File: config.mk
export PLATFORM = sky130hd
export DESIGN_NAME = legalizer_top
export DESIGN_NICKNAME = d
export VERILOG_FILES = /design/src/logic/dma_regs_pkg.sv /design/src/logic/dma_types_pkg.sv /design/src/logic/legalizer_req_if.sv /design/src/logic/legalizer_cfg_regs.sv /design/src/logic/legalizer_core.sv /design/src/logic/legalizer_pow2_splitter.sv /design/src/logic/legalizer_top.sv
export SDC_FILE = /design/constraint.sdc
export NUM_CORES = 1
export LEC_CHECK = 0
export BUFFER_PORTS_ARGS = -buffer_cell sky130_fd_sc_hd__buf_2
export CAP_MARGIN = 20
export CORE_UTILIZATION = 55
export CTS_CLUSTER_DIAMETER = 80
export DETAILED_ROUTE_END_ITERATION = 6
export PLACE_DENSITY = 0.89
export SLEW_MARGIN = 15
export SYNTH_ARGS = -nofsm -noshare
export SYNTH_HDL_FRONTEND = slang
export SYNTH_SLANG_ARGS = --single-unit
File: constraint.sdc
create_clock -name clk_i -period 7.3 [get_ports clk_i]
set_clock_uncertainty 0.2 [all_clocks]
set_input_delay 1.095 -clock clk_i [delete_from_list [all_inputs] [get_ports clk_i]]
set_output_delay 1.095 -clock clk_i [all_outputs]
set_load 0.05 [all_outputs]
File: src/logic/dma_regs_pkg.sv
// -----------------------------------------------
// Register map of the legalizer register block.
// Offsets, access decode enum and control bits,
// shared by the RTL and the testbench driver
// -----------------------------------------------

package dma_regs_pkg;

    // Register offsets on the 3-bit register address
    localparam logic [2:0] REG_SRC_ADDR = 3'd0;
    localparam logic [2:0] REG_LENGTH   = 3'd1;
    localparam logic [2:0] REG_CTRL     = 3'd2;
    localparam logic [2:0] REG_STATUS   = 3'd3;
    localparam logic [2:0] REG_CHUNKS   = 3'd4;

    // Decoded register access
    typedef enum logic [1:0] {
        OP_NONE,
        OP_WRITE,
        OP_READ
    } reg_op_e;

    // Start request in REG_CTRL
    localparam int unsigned CTRL_START_BIT = 0;
    // Engine busy flag in REG_STATUS
    localparam int unsigned STATUS_BUSY_BIT = 0;

endpackage

File: src/logic/dma_types_pkg.sv
// -----------------------------------------------
// Address, length and count types for the DMA
// legalizer, together with the engine state enum.
// Referenced by scoped name from RTL and testbench
// -----------------------------------------------

package dma_types_pkg;

    // Byte address width
    localparam int unsigned AddrWidth = 32;
    // Length seen by the splitter, one chunk never exceeds it
    localparam int unsigned LenWidth = 12;
    // Full transfer byte count as written by software
    localparam int unsigned TotalLenWidth = 20;

    typedef logic [AddrWidth-1:0]     addr_t;
    typedef logic [LenWidth-1:0]      len_t;
    typedef logic [TotalLenWidth-1:0] total_len_t;

    // Splitting engine states
    typedef enum logic [1:0] {
        ST_IDLE,
        ST_SPLIT,
        ST_DONE
    } engine_state_e;

endpackage

File: src/logic/legalizer_req_if.sv
// -----------------------------------------------
// Transfer request from the register block to the
// splitting engine, with busy and per-chunk pulses
// travelling back the other way
// -----------------------------------------------
`timescale 1ns/1ps

interface legalizer_req_if;

    // Single cycle start strobe
    logic                      start;
    // Latched by the engine on start
    dma_types_pkg::addr_t      src_addr;
    dma_types_pkg::total_len_t total_len;
    // High from the cycle after start until the engine is idle again
    logic                      busy;
    // One pulse per emitted chunk
    logic                      chunk_done;

    // Register block side
    modport cfg_mp (output start, src_addr, total_len, input busy, chunk_done);
    // Engine side
    modport eng_mp (input start, src_addr, total_len, output busy, chunk_done);

endinterface

File: src/logic/legalizer_cfg_regs.sv
// -----------------------------------------------
// Register block of the legalizer. Holds source
// address and length, issues start on a control
// write and reports busy and the chunk count
// -----------------------------------------------
`timescale 1ns/1ps

module legalizer_cfg_regs (
    input  logic                 clk_i,
    input  logic                 rst_i,
    input  logic                 reg_wr_i,
    input  logic [2:0]           reg_addr_i,
    input  logic [31:0]          reg_wdata_i,
    output logic [31:0]          reg_rdata_o,
    legalizer_req_if.cfg_mp      req
);

    dma_regs_pkg::reg_op_e     reg_op;
    dma_types_pkg::addr_t      src_addr_q;
    dma_types_pkg::total_len_t length_q;
    dma_types_pkg::total_len_t chunk_cnt_q;
    logic                      start_q;
    logic                      start_ok;

    // Offsets past REG_CHUNKS decode to no access
    always_comb begin
        if (reg_addr_i > dma_regs_pkg::REG_CHUNKS) begin
            reg_op = dma_regs_pkg::OP_NONE;
        end else if (reg_wr_i) begin
            reg_op = dma_regs_pkg::OP_WRITE;
        end else begin
            reg_op = dma_regs_pkg::OP_READ;
        end
    end

    // Start only from an idle engine with a nonzero length
    // A start already in flight also blocks a second one
    assign start_ok = (reg_op == dma_regs_pkg::OP_WRITE)
                    && (reg_addr_i == dma_regs_pkg::REG_CTRL)
                    && reg_wdata_i[dma_regs_pkg::CTRL_START_BIT]
                    && !req.busy && !start_q && (length_q != '0);

    always_ff @(posedge clk_i) begin
        if (rst_i) begin
            src_addr_q  <= '0;
            length_q    <= '0;
            chunk_cnt_q <= '0;
            start_q     <= 1'b0;
        end else begin
            start_q <= start_ok;
            if (reg_op == dma_regs_pkg::OP_WRITE) begin
                if (reg_addr_i == dma_regs_pkg::REG_SRC_ADDR) begin
                    src_addr_q <= reg_wdata_i;
                end
                if (reg_addr_i == dma_regs_pkg::REG_LENGTH) begin
                    length_q <= reg_wdata_i[dma_types_pkg::TotalLenWidth-1:0];
                end
            end
            // New transfer restarts the count
            if (start_q) begin
                chunk_cnt_q <= '0;
            end else if (req.chunk_done) begin
                chunk_cnt_q <= chunk_cnt_q + 1'b1;
            end
        end
    end

    assign req.start     = start_q;
    assign req.src_addr  = src_addr_q;
    assign req.total_len = length_q;

    // Combinational readback, REG_CTRL reads as zero
    always_comb begin
        reg_rdata_o = '0;
        if (reg_op != dma_regs_pkg::OP_NONE) begin
            case (reg_addr_i)
                dma_regs_pkg::REG_SRC_ADDR: reg_rdata_o = src_addr_q;
                dma_regs_pkg::REG_LENGTH:   reg_rdata_o = 32'(length_q);
                dma_regs_pkg::REG_STATUS:   reg_rdata_o[dma_regs_pkg::STATUS_BUSY_BIT] = req.busy;
                dma_regs_pkg::REG_CHUNKS:   reg_rdata_o = 32'(chunk_cnt_q);
                default:                    reg_rdata_o = '0;
            endcase
        end
    end

    // Engine busy comes back from the core, a start must never overlap it
    assert property (@(posedge clk_i) disable iff (rst_i)
        $rose(req.start) |-> !req.busy);

endmodule

File: src/logic/legalizer_core.sv
// -----------------------------------------------
// Splitting engine. Latches a request on start and
// emits one legal chunk per unstalled cycle until
// the remaining count is zero, then pulses done
// -----------------------------------------------
`timescale 1ns/1ps

module legalizer_core #(
    parameter int unsigned OffsetWidth   = 2,
    parameter int unsigned PageAddrWidth = 4
) (
    input  logic                 clk_i,
    input  logic                 rst_i,
    // Consumer back-pressure level
    input  logic                 stall_i,
    output logic                 chunk_valid_o,
    output dma_types_pkg::addr_t chunk_addr_o,
    output dma_types_pkg::len_t  chunk_bytes_o,
    output logic                 done_o,
    legalizer_req_if.eng_mp      req
);

    localparam int unsigned LenWidth      = dma_types_pkg::LenWidth;
    localparam int unsigned TotalLenWidth = dma_types_pkg::TotalLenWidth;

    dma_types_pkg::engine_state_e state_q;
    dma_types_pkg::addr_t         addr_q;
    dma_types_pkg::total_len_t    remain_q;
    dma_types_pkg::len_t          remain_clip;
    dma_types_pkg::len_t          split_bytes;
    dma_types_pkg::total_len_t    step;
    logic                         remain_larger;

    // Upper bits set means the remainder does not fit in len_t
    assign remain_larger = |remain_q[TotalLenWidth-1:LenWidth];
    assign remain_clip   = remain_larger ? '1 : remain_q[LenWidth-1:0];

    legalizer_pow2_splitter #(
        .OffsetWidth   (OffsetWidth),
        .PageAddrWidth (PageAddrWidth)
    ) splitter_inst (
        .addr_i              (addr_q),
        .length_i            (remain_clip),
        .length_larger_i     (remain_larger),
        .bytes_to_transfer_o (split_bytes)
    );

    assign step = dma_types_pkg::total_len_t'(split_bytes);

    always_ff @(posedge clk_i) begin
        if (rst_i) begin
            state_q  <= dma_types_pkg::ST_IDLE;
            addr_q   <= '0;
            remain_q <= '0;
        end else begin
            case (state_q)
                dma_types_pkg::ST_IDLE: begin
                    // Register block already checked busy and length
                    if (req.start) begin
                        addr_q   <= req.src_addr;
                        remain_q <= req.total_len;
                        state_q  <= dma_types_pkg::ST_SPLIT;
                    end
                end
                dma_types_pkg::ST_SPLIT: begin
                    // Everything holds while stalled
                    if (!stall_i) begin
                        addr_q   <= addr_q + dma_types_pkg::addr_t'(split_bytes);
                        remain_q <= remain_q - step;
                        if (remain_q == step) begin
                            state_q <= dma_types_pkg::ST_DONE;
                        end
                    end
                end
                dma_types_pkg::ST_DONE: begin
                    state_q <= dma_types_pkg::ST_IDLE;
                end
                default: begin
                    state_q <= dma_types_pkg::ST_IDLE;
                end
            endcase
        end
    end

    assign chunk_valid_o  = (state_q == dma_types_pkg::ST_SPLIT) && !stall_i;
    assign chunk_addr_o   = addr_q;
    assign chunk_bytes_o  = split_bytes;
    assign done_o         = (state_q == dma_types_pkg::ST_DONE);
    // Busy covers the done cycle too
    assign req.busy       = (state_q != dma_types_pkg::ST_IDLE);
    assign req.chunk_done = chunk_valid_o;

    // Splitter output seen by the consumer is a legal size
    assert property (@(posedge clk_i) disable iff (rst_i)
        chunk_valid_o |-> $onehot(chunk_bytes_o));

    // A chunk never overruns the transfer
    assert property (@(posedge clk_i) disable iff (rst_i)
        chunk_valid_o |-> (dma_types_pkg::total_len_t'(chunk_bytes_o) <= remain_q));

    // No chunk escapes from idle or done
    assert property (@(posedge clk_i) disable iff (rst_i)
        chunk_valid_o |-> (state_q == dma_types_pkg::ST_SPLIT));

endmodule

File: src/logic/legalizer_pow2_splitter.sv
// -----------------------------------------------
// Chunk size selection for the legalizer engine.
// Pure combinational, fed with the current address
// and the remaining length every cycle
// -----------------------------------------------
`timescale 1ns/1ps

module legalizer_pow2_splitter #(
    parameter int unsigned OffsetWidth   = 2,
    parameter int unsigned PageAddrWidth = 4
) (
    input  dma_types_pkg::addr_t addr_i,
    // Remaining length, saturated by the caller
    input  dma_types_pkg::len_t  length_i,
    // Remaining length does not fit in len_t
    input  logic                 length_larger_i,
    output dma_types_pkg::len_t  bytes_to_transfer_o
);

    // Bus word size and full burst size
    localparam logic [OffsetWidth:0] WordBytes = {1'b1, {OffsetWidth{1'b0}}};
    localparam dma_types_pkg::len_t  FullBurst = dma_types_pkg::len_t'(1) << PageAddrWidth;

    logic [OffsetWidth:0] word_left;
    logic [OffsetWidth:0] sub_cap;
    logic                 aligned;
    dma_types_pkg::len_t  sub_bytes;
    dma_types_pkg::len_t  burst_bytes;

    // Bytes until the next word boundary
    assign word_left = WordBytes - {1'b0, addr_i[OffsetWidth-1:0]};
    assign aligned   = (addr_i[OffsetWidth-1:0] == '0);

    // Limit by the transfer too, unless the remainder is huge
    assign sub_cap = (!length_larger_i && dma_types_pkg::len_t'(word_left) > length_i)
                   ? length_i[OffsetWidth:0] : word_left;

    // Highest set bit of the cap gives the subword size
    always_comb begin
        sub_bytes = '0;
        for (int i = 0; i <= OffsetWidth; i++) begin
            if (sub_cap[i]) begin
                sub_bytes = dma_types_pkg::len_t'(1) << i;
            end
        end
    end

    // Largest power of two in length, saturating at one burst
    always_comb begin
        burst_bytes = '0;
        for (int i = 0; i <= PageAddrWidth; i++) begin
            if (length_i[i]) begin
                burst_bytes = dma_types_pkg::len_t'(1) << i;
            end
        end
        if (length_i >= FullBurst) begin
            burst_bytes = FullBurst;
        end
    end

    // Misaligned goes subword first, aligned goes burst
    always_comb begin
        if (!aligned) begin
            bytes_to_transfer_o = sub_bytes;
        end else if (length_larger_i) begin
            bytes_to_transfer_o = FullBurst;
        end else begin
            bytes_to_transfer_o = burst_bytes;
        end
    end

    // Subword and burst paths together stay within one burst
    always_comb begin
        assert (bytes_to_transfer_o <= FullBurst);
    end

endmodule

File: src/logic/legalizer_top.sv
// -----------------------------------------------
// Top level of the DMA transfer legalizer. Ties the
// register block to the splitting engine and sets
// word and burst geometry for both
// -----------------------------------------------
`timescale 1ns/1ps

module legalizer_top #(
    // Bus word of 2**OffsetWidth bytes
    parameter int unsigned OffsetWidth   = 2,
    // Full burst of 2**PageAddrWidth bytes, below LenWidth
    parameter int unsigned PageAddrWidth = 4
) (
    input  logic                 clk_i,
    input  logic                 rst_i,
    input  logic                 reg_wr_i,
    input  logic [2:0]           reg_addr_i,
    input  logic [31:0]          reg_wdata_i,
    input  logic                 stall_i,
    output logic [31:0]          reg_rdata_o,
    output logic                 chunk_valid_o,
    output dma_types_pkg::addr_t chunk_addr_o,
    output dma_types_pkg::len_t  chunk_bytes_o,
    output logic                 done_o
);

    // Request path between register block and engine
    legalizer_req_if req_if ();

    legalizer_cfg_regs cfg_regs_inst (
        .clk_i       (clk_i),
        .rst_i       (rst_i),
        .reg_wr_i    (reg_wr_i),
        .reg_addr_i  (reg_addr_i),
        .reg_wdata_i (reg_wdata_i),
        .reg_rdata_o (reg_rdata_o),
        .req         (req_if.cfg_mp)
    );

    legalizer_core #(
        .OffsetWidth   (OffsetWidth),
        .PageAddrWidth (PageAddrWidth)
    ) core_inst (
        .clk_i         (clk_i),
        .rst_i         (rst_i),
        .stall_i       (stall_i),
        .chunk_valid_o (chunk_valid_o),
        .chunk_addr_o  (chunk_addr_o),
        .chunk_bytes_o (chunk_bytes_o),
        .done_o        (done_o),
        .req           (req_if.eng_mp)
    );

endmodule
# == Word-level counts from Yosys, hierarchy flattened ==
# Cells that the tools add are included.
# totals
reg_bits,127
inputBits,39
word_cells,77
# op_classes
n_eq_ne,11
reduce_logical,24
n_addsub,4
magnitude_cmp,3
muxes,28
# op_table
operator,n
$mux W12,10
$mux W32,3
$pmux W31 S3,1
$pmux W32 S2,1
$mux W20,2
$pmux W20 S2,1
$add A32 B12 Y32,1
$add A20 B1 Y20 const B,1
$eq A20 B12 Y1,1
$reduce_bool A20 Y1,1
$sub A20 B12 Y20,1
$ge A12 B5 Y1 const B,1
$gt A3 B12 Y1,1
$mux W2,5
$reduce_or A8 Y1,1
$logic_and A1 B1 Y1,7
$eq A3 B2 Y1 const B,2
$reduce_and A3 Y1,2
$reduce_bool A2 Y1,3
$eq A2 B1 Y1 const B,2
$logic_not A1 Y1,4
$logic_not A2 Y1,2
$ne A2 B2 Y1 const B,2
$pmux W1 S4,1
other kinds (12),14

# == Depth between registers and ports, before layout ==
# Gate-level depths: netlist of the first run.
# logic_depth
depth_word,14
depth_mapped,16
ltp_nobuf,16

# == Modules after synthesis ==
# A second synthesis of the first run with hierarchy kept.
# hier_totals
cells_unflattened,1013
hier_area_um2,7737.4
# modules_own_cells
module,instances,seq_area_each_um2,area_per_inst_um2,cells_each
legalizer_core,1,1081.0,4036.4,519
legalizer_cfg_regs,1,1461.4,3362.0,449
legalizer_pow2_splitter,1,0.0,339.1,45

# == Worst setup path before layout of the first run ==
# OpenSTA, ideal clock, no wires.
# synth_timing
path_type,register to register
start,"register core_inst.addr_q[0], in the netlist core_inst.chunk_addr_o[0]"
end,"register core_inst.addr_q[20], in the netlist core_inst.chunk_addr_o[20]"
arrival_time_ns,5.275
path_stages_with_launch,16
slack_ns,1.750
setup_time_ns,0.074
path_buffers,0
path_cell_list,dfxtp_1 inv_1 ha_1 ha_1 nor2b_1 o2111ai_1 a2111oi_2 nand2_1 o31ai_1 ha_1 fa_1 a211o_1 a21o_1 nand4_1 or4_1 a31oi_1
# synth_between
elab_chain_len,11
word_cells_on_any_way,12
# synth_lines
element,line_no,source
start: declaration,legalizer_core.sv:27,dma_types_pkg::addr_t addr_q;
start signal: assignment,legalizer_core.sv:60,addr_q <= req.src_addr;
start signal: assignment,legalizer_core.sv:68,addr_q <= addr_q + dma_types_pkg::addr_t'(split_bytes);
$sub A3 B2 Y3,legalizer_pow2_splitter.sv:31,"assign word_left = WordBytes - {1'b0, addr_i[OffsetWidth-1:0]};"
$gt A3 B12 Y1,legalizer_pow2_splitter.sv:35,assign sub_cap = (!length_larger_i && dma_types_pkg::len_t'(word_left) > length_i)
$logic_and A1 B1 Y1,legalizer_pow2_splitter.sv:35,
$mux W3,legalizer_pow2_splitter.sv:36,? length_i[OffsetWidth:0] : word_left;
$mux W1,legalizer_pow2_splitter.sv:42,if (sub_cap[i]) begin
$mux W12 (2 in a row),legalizer_pow2_splitter.sv:42,
$mux W12 *,legalizer_pow2_splitter.sv:63,if (!aligned) begin
via chunk_bytes_o[0],legalizer_top.sv:23,"output dma_types_pkg::len_t chunk_bytes_o,"
$add A32 B12 Y32 *,legalizer_core.sv:68,
$mux W32 *,legalizer_core.sv:67,if (!stall_i) begin
$pmux W32 S2 *,legalizer_core.sv:56,case (state_q)
# The timed path passes the listed nets; every way through them passes the cells marked *. The select of a mux whose other input is x is not followed.
# A chain may end at the register's enable or synchronous reset.

# == Worst setup path in the final report of the first run ==
# layout_timing
start,register core_inst.remain_q[16]
end,register core_inst.remain_q[16]
# layout_between
elab_chain_len,13
word_cells_on_any_way,21
# layout_lines
element,line_no,source
start: declaration,legalizer_core.sv:28,dma_types_pkg::total_len_t remain_q;
start signal: assignment,legalizer_core.sv:61,remain_q <= req.total_len;
start signal: assignment,legalizer_core.sv:69,remain_q <= remain_q - step;
branches (longest 10 deep; another with $gt A3 B12 Y1),-,
$sub A20 B12 Y20 *,legalizer_core.sv:69,
$mux W20 *,legalizer_core.sv:67,
$pmux W20 S2 *,legalizer_core.sv:56,
# Every way passes the cells marked *. The select of a mux whose other input is x is not followed.

==> results of run 1 <==
[worst paths after layout]
check | start | end | cells after the start
hold / removal | core_inst.remain_q[0] | core_inst.remain_q[0] | 2
setup reg to reg | core_inst.remain_q[16] | core_inst.remain_q[16] | 16
hold reg to reg | core_inst.remain_q[0] | core_inst.remain_q[0] | 2
setup / recovery | core_inst.remain_q[16] | core_inst.remain_q[16] | 16
[where the power goes]
part           internal, mW  switching [mW]  leakage [nW]  total (mW)
Combinational        0.0540           0.123          2.00       0.177
Sequential            0.702          0.0110          1.02       0.713
Clock                 0.630           0.317         0.319       0.947
Total                  1.39           0.451          3.35        1.84
[placed cells by master, fill, tap and decap left out, types with 20 or more instances in the layout]
master,synthesis,final
dfxtp_1,127,127
nand2_1,161,161
o21ai_0,30,30
mux2i_1,28,28
buf_2,5,108
nor4_1,20,20
a21oi_1,111,110
nor3_1,21,21
nand4_1,20,20
and2_1,22,22
nor2_1,102,102
[cell type report]
type                       count  area (sq um)
clock inverter                11           185
timing repair buffer         118           636
sequential                   127          2540
tap                          172           215
multi-input combinational    759          4440
clock buffer                  21           470
fill                        1064          4270
inverter                      16          60.1
[metal layers]
layer	vias to the layer above	part of all wire [%]
li1	3646	-
met1	3632	41
met4	0	3.7
met5	-	0
met2	501	46
met3	72	9.8
[logic make-up (layout without fill, tap and decap cells)]
logic type / count (synthesis) / in the layout / share of synthesized area, %
fa+ha+maj: 16 / 16 / 2.94
buf+inv: 88 / 166 / 5.21
mux: 28 / 28 / 3.83
xor+xnor: 13 / 13 / 1.55
simple gates: 439 / 439 / 29.5
flops: 127 / 127 / 34.7
compound gates: 256 / 256 / 22.2
other cells: 1 / 7 / 0.0512
[stage by stage]
stage,area [sq um],util [%]
floorplan,7350,-
global placement,7870,61.4
detailed placement,7870,61.4
CTS,8520,66.5
global route,8550,66.7
finish,8550,66.7
[worst reg2reg max path, stage by stage, from the launching register on]
cell       delay [ns]
dfxtp_1          0.38
nor4_1           0.62
nand2_1          0.26
nor2_1           0.19
ha_1             0.29
nor2b_1          0.15
o2111ai_1        0.14
a2111o_1         0.22
or4b_2           0.60
o31ai_1          0.16
ha_1             0.28
fa_1             0.19
nor2b_1          0.08
o31ai_1          0.89
a31oi_1          0.20
o31a_1           0.28
nor3_1           0.12
[flip-flops by register name, summed over array words and instances (netlist names)]
signal                       cells
cfg_regs_inst.req.src_addr      32
core_inst.chunk_addr_o          32
cfg_regs_inst.chunk_cnt_q       20
cfg_regs_inst.req.total_len     20
core_inst.remain_q              20
core_inst.state_q                2
cfg_regs_inst.req.start          1
[Yosys cell counts (5+ instances only)]
cell / n / share of area [%]
a211oi_1: 10 / 1.0
a21o_1: 10 / 1.0
a21oi_1: 111 / 7.6
a221oi_1: 5 / 0.60
a22oi_1: 6 / 0.62
a311oi_1: 12 / 1.4
a31oi_1: 13 / 1.1
and2_1: 22 / 1.9
and3_1: 12 / 1.0
and4_1: 8 / 0.96
buf_2: 5 / 0.34
buf_4: 12 / 1.2
clkbuf_1: 53 / 2.7
dfxtp_1: 127 / 35
ha_1: 14 / 2.4
inv_1: 15 / 0.77
mux2i_1: 28 / 3.8
nand2_1: 161 / 8.3
nand2b_1: 5 / 0.43
nand3_1: 16 / 1.1
nand4_1: 20 / 1.7
nor2_1: 102 / 5.2
nor2b_1: 10 / 0.85
nor3_1: 21 / 1.4
nor3b_1: 5 / 0.51
nor4_1: 20 / 1.7
o211ai_1: 5 / 0.51
o21a_1: 5 / 0.51
o21ai_0: 30 / 2.1
o21bai_1: 6 / 0.62
o22ai_1: 7 / 0.60
o41ai_1: 5 / 0.60
or3_1: 13 / 1.1
or4_1: 5 / 0.51
xnor2_1: 8 / 0.96
xor2_1: 5 / 0.60
==> flow_summary.json, run 1 <==
{
  "status": "complete, but fails checks",
  "violations": "design-rule violations",
  "hpwl_um": 15100,
  "tightest_slew_ns": 1.10,
  "seq_area_frac_synth_pct": 34.7,
  "worstPathRequired_ns": 7.45,
  "cts_tree": "done",
  "antenna_found_initial": 0,
  "holdBufCountCts": 0,
  "path_clk_slew_ns": 0.06,
  "clockBufferDepth": 2,
  "first_pass_iters": 7,
  "num_vias": 7851,
  "ys_seq_elements": 127,
  "post-route-period-util_pct": 72.7,
  "synth_area_per_cell_sq_um": 7.57,
  "fmax_ghz": 0.188,
  "wl_per_cell_um": 18.3,
  "cpLargestDelayFamily": "simple AND/OR/NAND/NOR gates",
  "worstPathMaxFanout": 8,
  "rsz0062_at_grt": "false",
  "post_cts_buffers": 0,
  "cp_data_arrival_time_ns": 5.46,
  "grt_use_total_pct": 32.1,
  "leakagePower_nw": 3.35,
  "cp_num_buf_inv": 0,
  "maxCapViolations": 0,
  "cts.sinks": 127,
  "place.gp.congestion": 0.930,
  "synthFlopType": "dfxtp_1",
  "coreArea_sq_um": 12800,
  "met1_usage_pct": 40.4,
  "cp_slowest_cell": "o31ai_1",
  "yosys_warnings": 0,
  "fin_ws_ns": 1.99,
  "post_cts_resized": 0,
  "die-area_sq_um": 13800,
  "syn_to_final_growth_pct": 16.8,
  "slew_headroom_pct": 25.8,
  "synth.distinct_cells": 70,
  "fin_tns_setup_ns": 0,
  "clock_latency_ns": 0.43,
  "portBuffers": 109,
  "ff2ff_setup_slack_ns": 1.99,
  "htreeDepth": 4,
  "drt_iter0_drc": 1082,
  "design.portCount": 117,
  "drive_gt1_share_pct": 16.4,
  "start_util_pct": 57.1,
  "routed_wl_um": 22400,
  "grt_max_degree": 64,
  "root_buffer": "clkbuf_16",
  "synthesis.instances": 968,
  "async_flop_share_pct": 0,
  "overflow": 0,
  "grt_pass1_wl_um": 35600,
  "vdd_drop_max_v": 0.000159,
  "finalPower_mw": 1.84,
  "fp-row-count": 41,
  "hold_class": "flop to flop",
  "hold_slack_ns": 0.268,
  "slew_viol_final": 0,
  "final_nets": 1094,
  "slowest_delay_ns": 0.89,
  "ant_nets": 0,
  "antenna_cells": 0,
  "pre_cts_ws_ns": 2.19,
  "start_kind": "flop",
  "die_h_um": 117,
  "worstPathCellList": "nor4_1 > nand2_1 > nor2_1 > ha_1 > nor2b_1 > o2111ai_1 > a2111o_1 > or4b_2 > o31ai_1 > ha_1 > fa_1 > nor2b_1 > o31ai_1 > a31oi_1 > o31a_1 > nor3_1",
  "die_w_um": 117,
  "finalSetupViolations": 0,
  "grtUsageMet3_pct": 7.54,
  "grt_busiest_layer": "met2",
  "first_global_vias": 7018,
  "crit_type": "flop to flop",
  "post-route-drc-count": 1,
  "fin_cells": 1224,
  "avgViaCountPerCell": 6.41,
  "finalHoldViolCount": 0,
  "synth_edf_count": 0,
  "worstSetupEndpointType": "flop",
  "period_minus_slack_ns": 5.31,
  "placedCellCount": 1191,
  "syn_area_sq_um": 7320,
  "grt.met2_usage_pct": 51.0,
  "cts_buffers": 17,
  "cellPowerDensity_nw_per_um2": 215
}
No activity file was read; power rests on OpenSTA's default activity.
==> run 2: changes to the inputs <==
Settings changed: CORE_UTILIZATION 55 to 52, PLACE_DENSITY 0.89 to 0.88.
Clock period 7.3 ns to 4.7 ns, I/O delays scaled along.
==> flow_summary.json, run 2 (synthesis gave the netlist of run 1 again) <==
{
  "antenna_cells": 0,
  "avgViaCountPerCell": 6.42,
  "design.portCount": 117,
  "place.gp.congestion": 0.936,
  "post-route-period-util_pct": 96.6,
  "min-delay-start": "core_inst.remain_q[0]",
  "post-route-drc-count": 14,
  "start_util_pct": 54.2,
  "r2r_end": "core_inst.chunk_addr_o[26]",
  "drt_iter0_drc": 916,
  "cp_slowest_cell": "or4b_2",
  "ant_nets": 0,
  "first_global_vias": 6970,
  "finalHoldViolCount": 0,
  "slowest_delay_ns": 0.63,
  "root_buffer": "clkbuf_16",
  "rsz0062_at_grt": "true",
  "vdd_drop_max_v": 0.000229,
  "worstSetupEndpointType": "flop",
  "coreArea_sq_um": 13500,
  "grt_pass1_wl_um": 35900,
  "violations": "design-rule violations",
  "hold_depth": 2,
  "worstPathMaxFanout": 6,
  "cts_buffers": 17,
  "layout.cells.most_common_list": "nand2_1, dfxtp_1, a21oi_1",
  "hold_end": "core_inst.remain_q[0]",
  "tightest_slew_ns": 1.10,
  "worstPathCellList": "nor4_4 > nand2_1 > nor2_1 > ha_1 > nor2b_1 > o2111ai_1 > a2111o_1 > or4b_2 > o31ai_4 > ha_2 > fa_1 > a211o_1 > a21o_1 > nand4_1 > buf_4 > nor4_1 > nor3_1",
  "status": "complete, but fails checks",
  "grt_use_total_pct": 31.1,
  "leakagePower_nw": 3.43,
  "wl_per_cell_um": 18.5,
  "fin_tns_setup_ns": 0,
  "cts.sinks": 127,
  "slew_headroom_pct": 26.5,
  "cp-startpoint": "core_inst.remain_q[13]",
  "die_w_um": 121,
  "r2r_cells": 17,
  "syn_to_final_growth_pct": 18.9,
  "drive_gt1_share_pct": 18.4,
  "path_clk_slew_ns": 0.06,
  "hold_slack_ns": 0.258,
  "clock_latency_ns": 0.42,
  "cellPowerDensity_nw_per_um2": 320,
  "maxCapViolations": 0,
  "cpLargestDelayFamily": "simple AND/OR/NAND/NOR gates",
  "cts_tree": "done",
  "crit_type": "flop to flop",
  "first_pass_iters": 7,
  "die_h_um": 121,
  "period_minus_slack_ns": 4.54,
  "fmax_ghz": 0.220,
  "grt_max_degree": 58,
  "finalSetupViolations": 0,
  "fp-row-count": 42,
  "portBuffers": 109,
  "r2r_start": "core_inst.remain_q[13]",
  "hpwl_um": 15600,
  "start_kind": "flop",
  "die-area_sq_um": 14600,
  "htreeDepth": 4,
  "overflow": 0,
  "worstPathRequired_ns": 4.80,
  "holdBufCountCts": 0,
  "cp_num_buf_inv": 1,
  "routed_wl_um": 22900,
  "clockBufferDepth": 2,
  "cp_data_arrival_time_ns": 4.64,
  "final_nets": 1106,
  "ff2ff_setup_slack_ns": 0.16,
  "hold_class": "flop to flop",
  "num_vias": 7959,
  "layout_commonest_cell": "nand2_1",
  "slew_viol_final": 0,
  "antenna_found_initial": 0
}
[run 2: cell types whose count changed in the layout (fill, tap and decap cells not counted), moves of 2 or more]
cell	previous run	this run
buf_4	9	20
dfxtp_1	127	125
nor4_1	20	18
nor4_4	2	4
dfxtp_2	0	2
bufinv_16	5	3
clkbuf_8	3	5
[run 2: worst reg2reg max path, cell delays in order (launching register included)]
cell and delay, ns:
dfxtp_1 0.38, nor4_4 0.34, nand2_1 0.13, nor2_1 0.15, ha_1 0.28, nor2b_1 0.15, o2111ai_1 0.14, a2111o_1 0.22
or4b_2 0.63, o31ai_4 0.10, ha_2 0.25, fa_1 0.23, a211o_1 0.21, a21o_1 0.26, nand4_1 0.18, buf_4 0.20
nor4_1 0.26, nor3_1 0.10
[run 2: what timing repair did]
action                                  4_1_cts  5_1_grt
setup buffers                                 0        2
endpoints found under the setup margin        0       18
gates resized for setup                       0        8
[run 2: worst max-delay path by stage]
stage | endpoint | slack [ns] | depth (start not counted)
floorplan | core_inst.chunk_addr_o[20] | 0.04 | 16
global placement | core_inst.chunk_addr_o[20] | 0.33 | 16
detailed placement | core_inst.chunk_addr_o[12] | 0.23 | 16
CTS | core_inst.chunk_addr_o[6] | 0.14 | 15
global route | core_inst.chunk_addr_o[26] | -0.02 | 17
finish | core_inst.chunk_addr_o[26] | 0.16 | 17
[run 2: power breakdown]
| part | total, mW | internal (mW) | leakage (nW) | switching (mW) |
|---|---|---|---|---|
| combinational | 0.288 | 0.0937 | 2.10 | 0.194 |
| sequential | 1.11 | 1.09 | 1.03 | 0.0173 |
| clock | 1.39 | 0.900 | 0.304 | 0.488 |
| total | 2.78 | 2.08 | 3.43 | 0.700 |
[run 2: metrics by stage]
step	worst slack (ns)	std cells	cell area, sq um	total power [mW]	util, %
6_report	0.161	1240	8710	2.78	64.5
2_1_floorplan	0.0440	974	7370	1.32	-
3_3_place_gp	0.329	1204	7970	1.40	59.0
4_1_cts	0.137	1236	8590	2.77	63.6
3_5_place_dp	0.229	1204	7970	1.40	59.0
5_1_grt	-0.0244	1240	8710	2.86	64.5
[run 2: per-layer routing]
layer | vias to the layer above | GRT usage, % | part of all wire (%)
met1 | 3699 | 41.9 | 41
li1 | 3662 | - | -
met4 | 0 | 14.0 | 3.7
met3 | 82 | 6.13 | 9.6
met2 | 516 | 48.1 | 46
met5 | - | 0 | 0
[run 2: layout make-up]
type                            instances  area, sq um
Clock buffer                           22          494
Clock inverter                         10          133
Fill cell                            1102         4800
Inverter                               16         60.1
Multi-Input combinational cell        759         4510
Sequential cell                       127         2540
Tap cell                              176          220
Timing Repair Buffer                  130          746
==> run 3: changes to the inputs <==
Settings changed: HOLD_SLACK_MARGIN set to 0.08, REMOVE_ABC_BUFFERS set to 1.
==> flow_summary.json, run 3 (synthesis gave the netlist of run 1 again) <==
{
  "status": "completed",
  "leakagePower_nw": 3.40,
  "num_vias": 7847,
  "layout.cells.most_common_list": "nand2_1, dfxtp_1, a21oi_1",
  "r2r_end": "core_inst.chunk_addr_o[8]",
  "hold_end": "cfg_regs_inst.req.src_addr[31]",
  "cts_tree": "done",
  "min-delay-start": "cfg_regs_inst.req.src_addr[31]",
  "routed_wl_um": 22500,
  "design.portCount": 117,
  "coreArea_sq_um": 13500,
  "worstPathMaxFanout": 7,
  "fin_tns_setup_ns": 0,
  "ff2ff_setup_slack_ns": 0.29,
  "fmax_ghz": 0.227,
  "fp-row-count": 42,
  "die_w_um": 121,
  "crit_type": "flop to flop",
  "post-route-period-util_pct": 93.8,
  "cellPowerDensity_nw_per_um2": 320,
  "finalPower_mw": 2.77,
  "portBuffers": 109,
  "grt_max_degree": 73,
  "grt_pass1_wl_um": 36000,
  "fin_ws_ns": 0.292,
  "r2r_start": "core_inst.remain_q[16]",
  "ant_nets": 0,
  "slowest_delay_ns": 0.61,
  "slew_headroom_pct": 39.4,
  "layout_commonest_cell": "nand2_1",
  "avgViaCountPerCell": 6.32,
  "hpwl_um": 15100,
  "finalSetupViolations": 0,
  "antenna_cells": 0,
  "hold_class": "flop to flop",
  "fillerInstances": 1097,
  "htreeDepth": 4,
  "tightest_slew_ns": 0.907,
  "first_global_vias": 7155,
  "drive_gt1_share_pct": 18.4,
  "clockBufferDepth": 2,
  "post-route-drc-count": 0,
  "path_clk_slew_ns": 0.06,
  "first_pass_iters": 6,
  "start_util_pct": 54.2,
  "grt_use_total_pct": 31.4,
  "wl_per_cell_um": 18.1,
  "syn_to_final_growth_pct": 18.2,
  "finalHoldViolCount": 0,
  "pre_cts_ws_ns": 0.149,
  "antenna_found_initial": 0,
  "die_h_um": 121,
  "drt_iter0_drc": 868,
  "place.gp.congestion": 0.954,
  "worstSetupEndpointType": "flop",
  "start_kind": "flop",
  "cts.sinks": 127,
  "hold_slack_ns": 0.264,
  "cp_slowest_cell": "or4b_2",
  "slew_viol_final": 0,
  "root_buffer": "clkbuf_16",
  "period_minus_slack_ns": 4.41,
  "vdd_drop_max_v": 0.000257,
  "final_nets": 1107,
  "clock_latency_ns": 0.43,
  "rsz0062_at_grt": "false",
  "hold_depth": 2,
  "maxCapViolations": 0,
  "worstPathRequired_ns": 4.79,
  "cp_data_arrival_time_ns": 4.50,
  "worstPathCellList": "nor4_2 > nand2_1 > nor2_1 > ha_1 > nor2b_1 > o2111ai_1 > a2111o_1 > or4b_2 > o31ai_2 > ha_2 > fa_1 > a211o_1 > a21o_4 > a31o_2 > a21oi_1 > a2111oi_0",
  "overflow": 0,
  "die-area_sq_um": 14600,
  "cts_buffers": 17,
  "r2r_cells": 16
}
## run 3: how the worst max path moves through the flow
stage	slack (ns)	from	to	cells after the start
2_1_floorplan	-0.85	core_inst.chunk_addr_o[0]	core_inst.chunk_addr_o[20]	15
3_3_place_gp	0.29	core_inst.remain_q[16]	core_inst.chunk_addr_o[12]	16
3_5_place_dp	0.15	core_inst.remain_q[16]	core_inst.chunk_addr_o[12]	16
4_1_cts	0.1	core_inst.remain_q[16]	core_inst.chunk_addr_o[29]	15
5_1_grt	0.03	core_inst.remain_q[12]	core_inst.chunk_addr_o[22]	17
6_report	0.29	core_inst.remain_q[16]	core_inst.chunk_addr_o[8]	16
## run 3: power by group
group          internal, mW  leakage [nW]  total, mW  switching, mW
combinational        0.0967          2.08      0.289          0.193
clock                 0.865         0.297       1.38          0.512
sequential             1.09          1.02       1.11         0.0166
total                  2.05          3.40       2.77          0.721
## run 3: repair_timing
action	in CTS	in global routing
buffers inserted	0	3
hold buffers	0	0
resized for setup	0	13
setup endpoints to repair	0	31
## run 3: area by class of cell
cell class,count,area [sq um],area share [%]
inverters,16,60.1,0.694
clock buffers,20,457,5.28
flip-flops and latches,127,2540,29.4
clock inverters,12,159,1.84
repair buffers,131,713,8.24
multi-input cells,759,4500,52.0
well taps,176,220,2.54
## run 3: stage by stage
stage	util (%)	instances	instance area (sq um)
after global routing	64.1	1241	8660
after floorplan	-	902	7020
after detailed placement	58.9	1206	7960
after global placement	58.9	1206	7960
after CTS	63.5	1238	8570
final	64.1	1241	8660
## run 3: routing by layer
layer | global-route usage (%) | share of wire, %
met1 | 40.6 | 41
met2 | 49.5 | 46
met3 | 6.89 | 9.3
met4 | 15.4 | 4.3
met5 | 0 | 0
## run 3: critical path: cells and delay by family (launching register included)
kind	cells	cell delay [ns]
AO/OA/AOI/OAI	8	1.56
adder cells (fa/ha/maj)	3	0.80
AND/OR/NAND/NOR	5	1.35
flip-flops	1	0.36
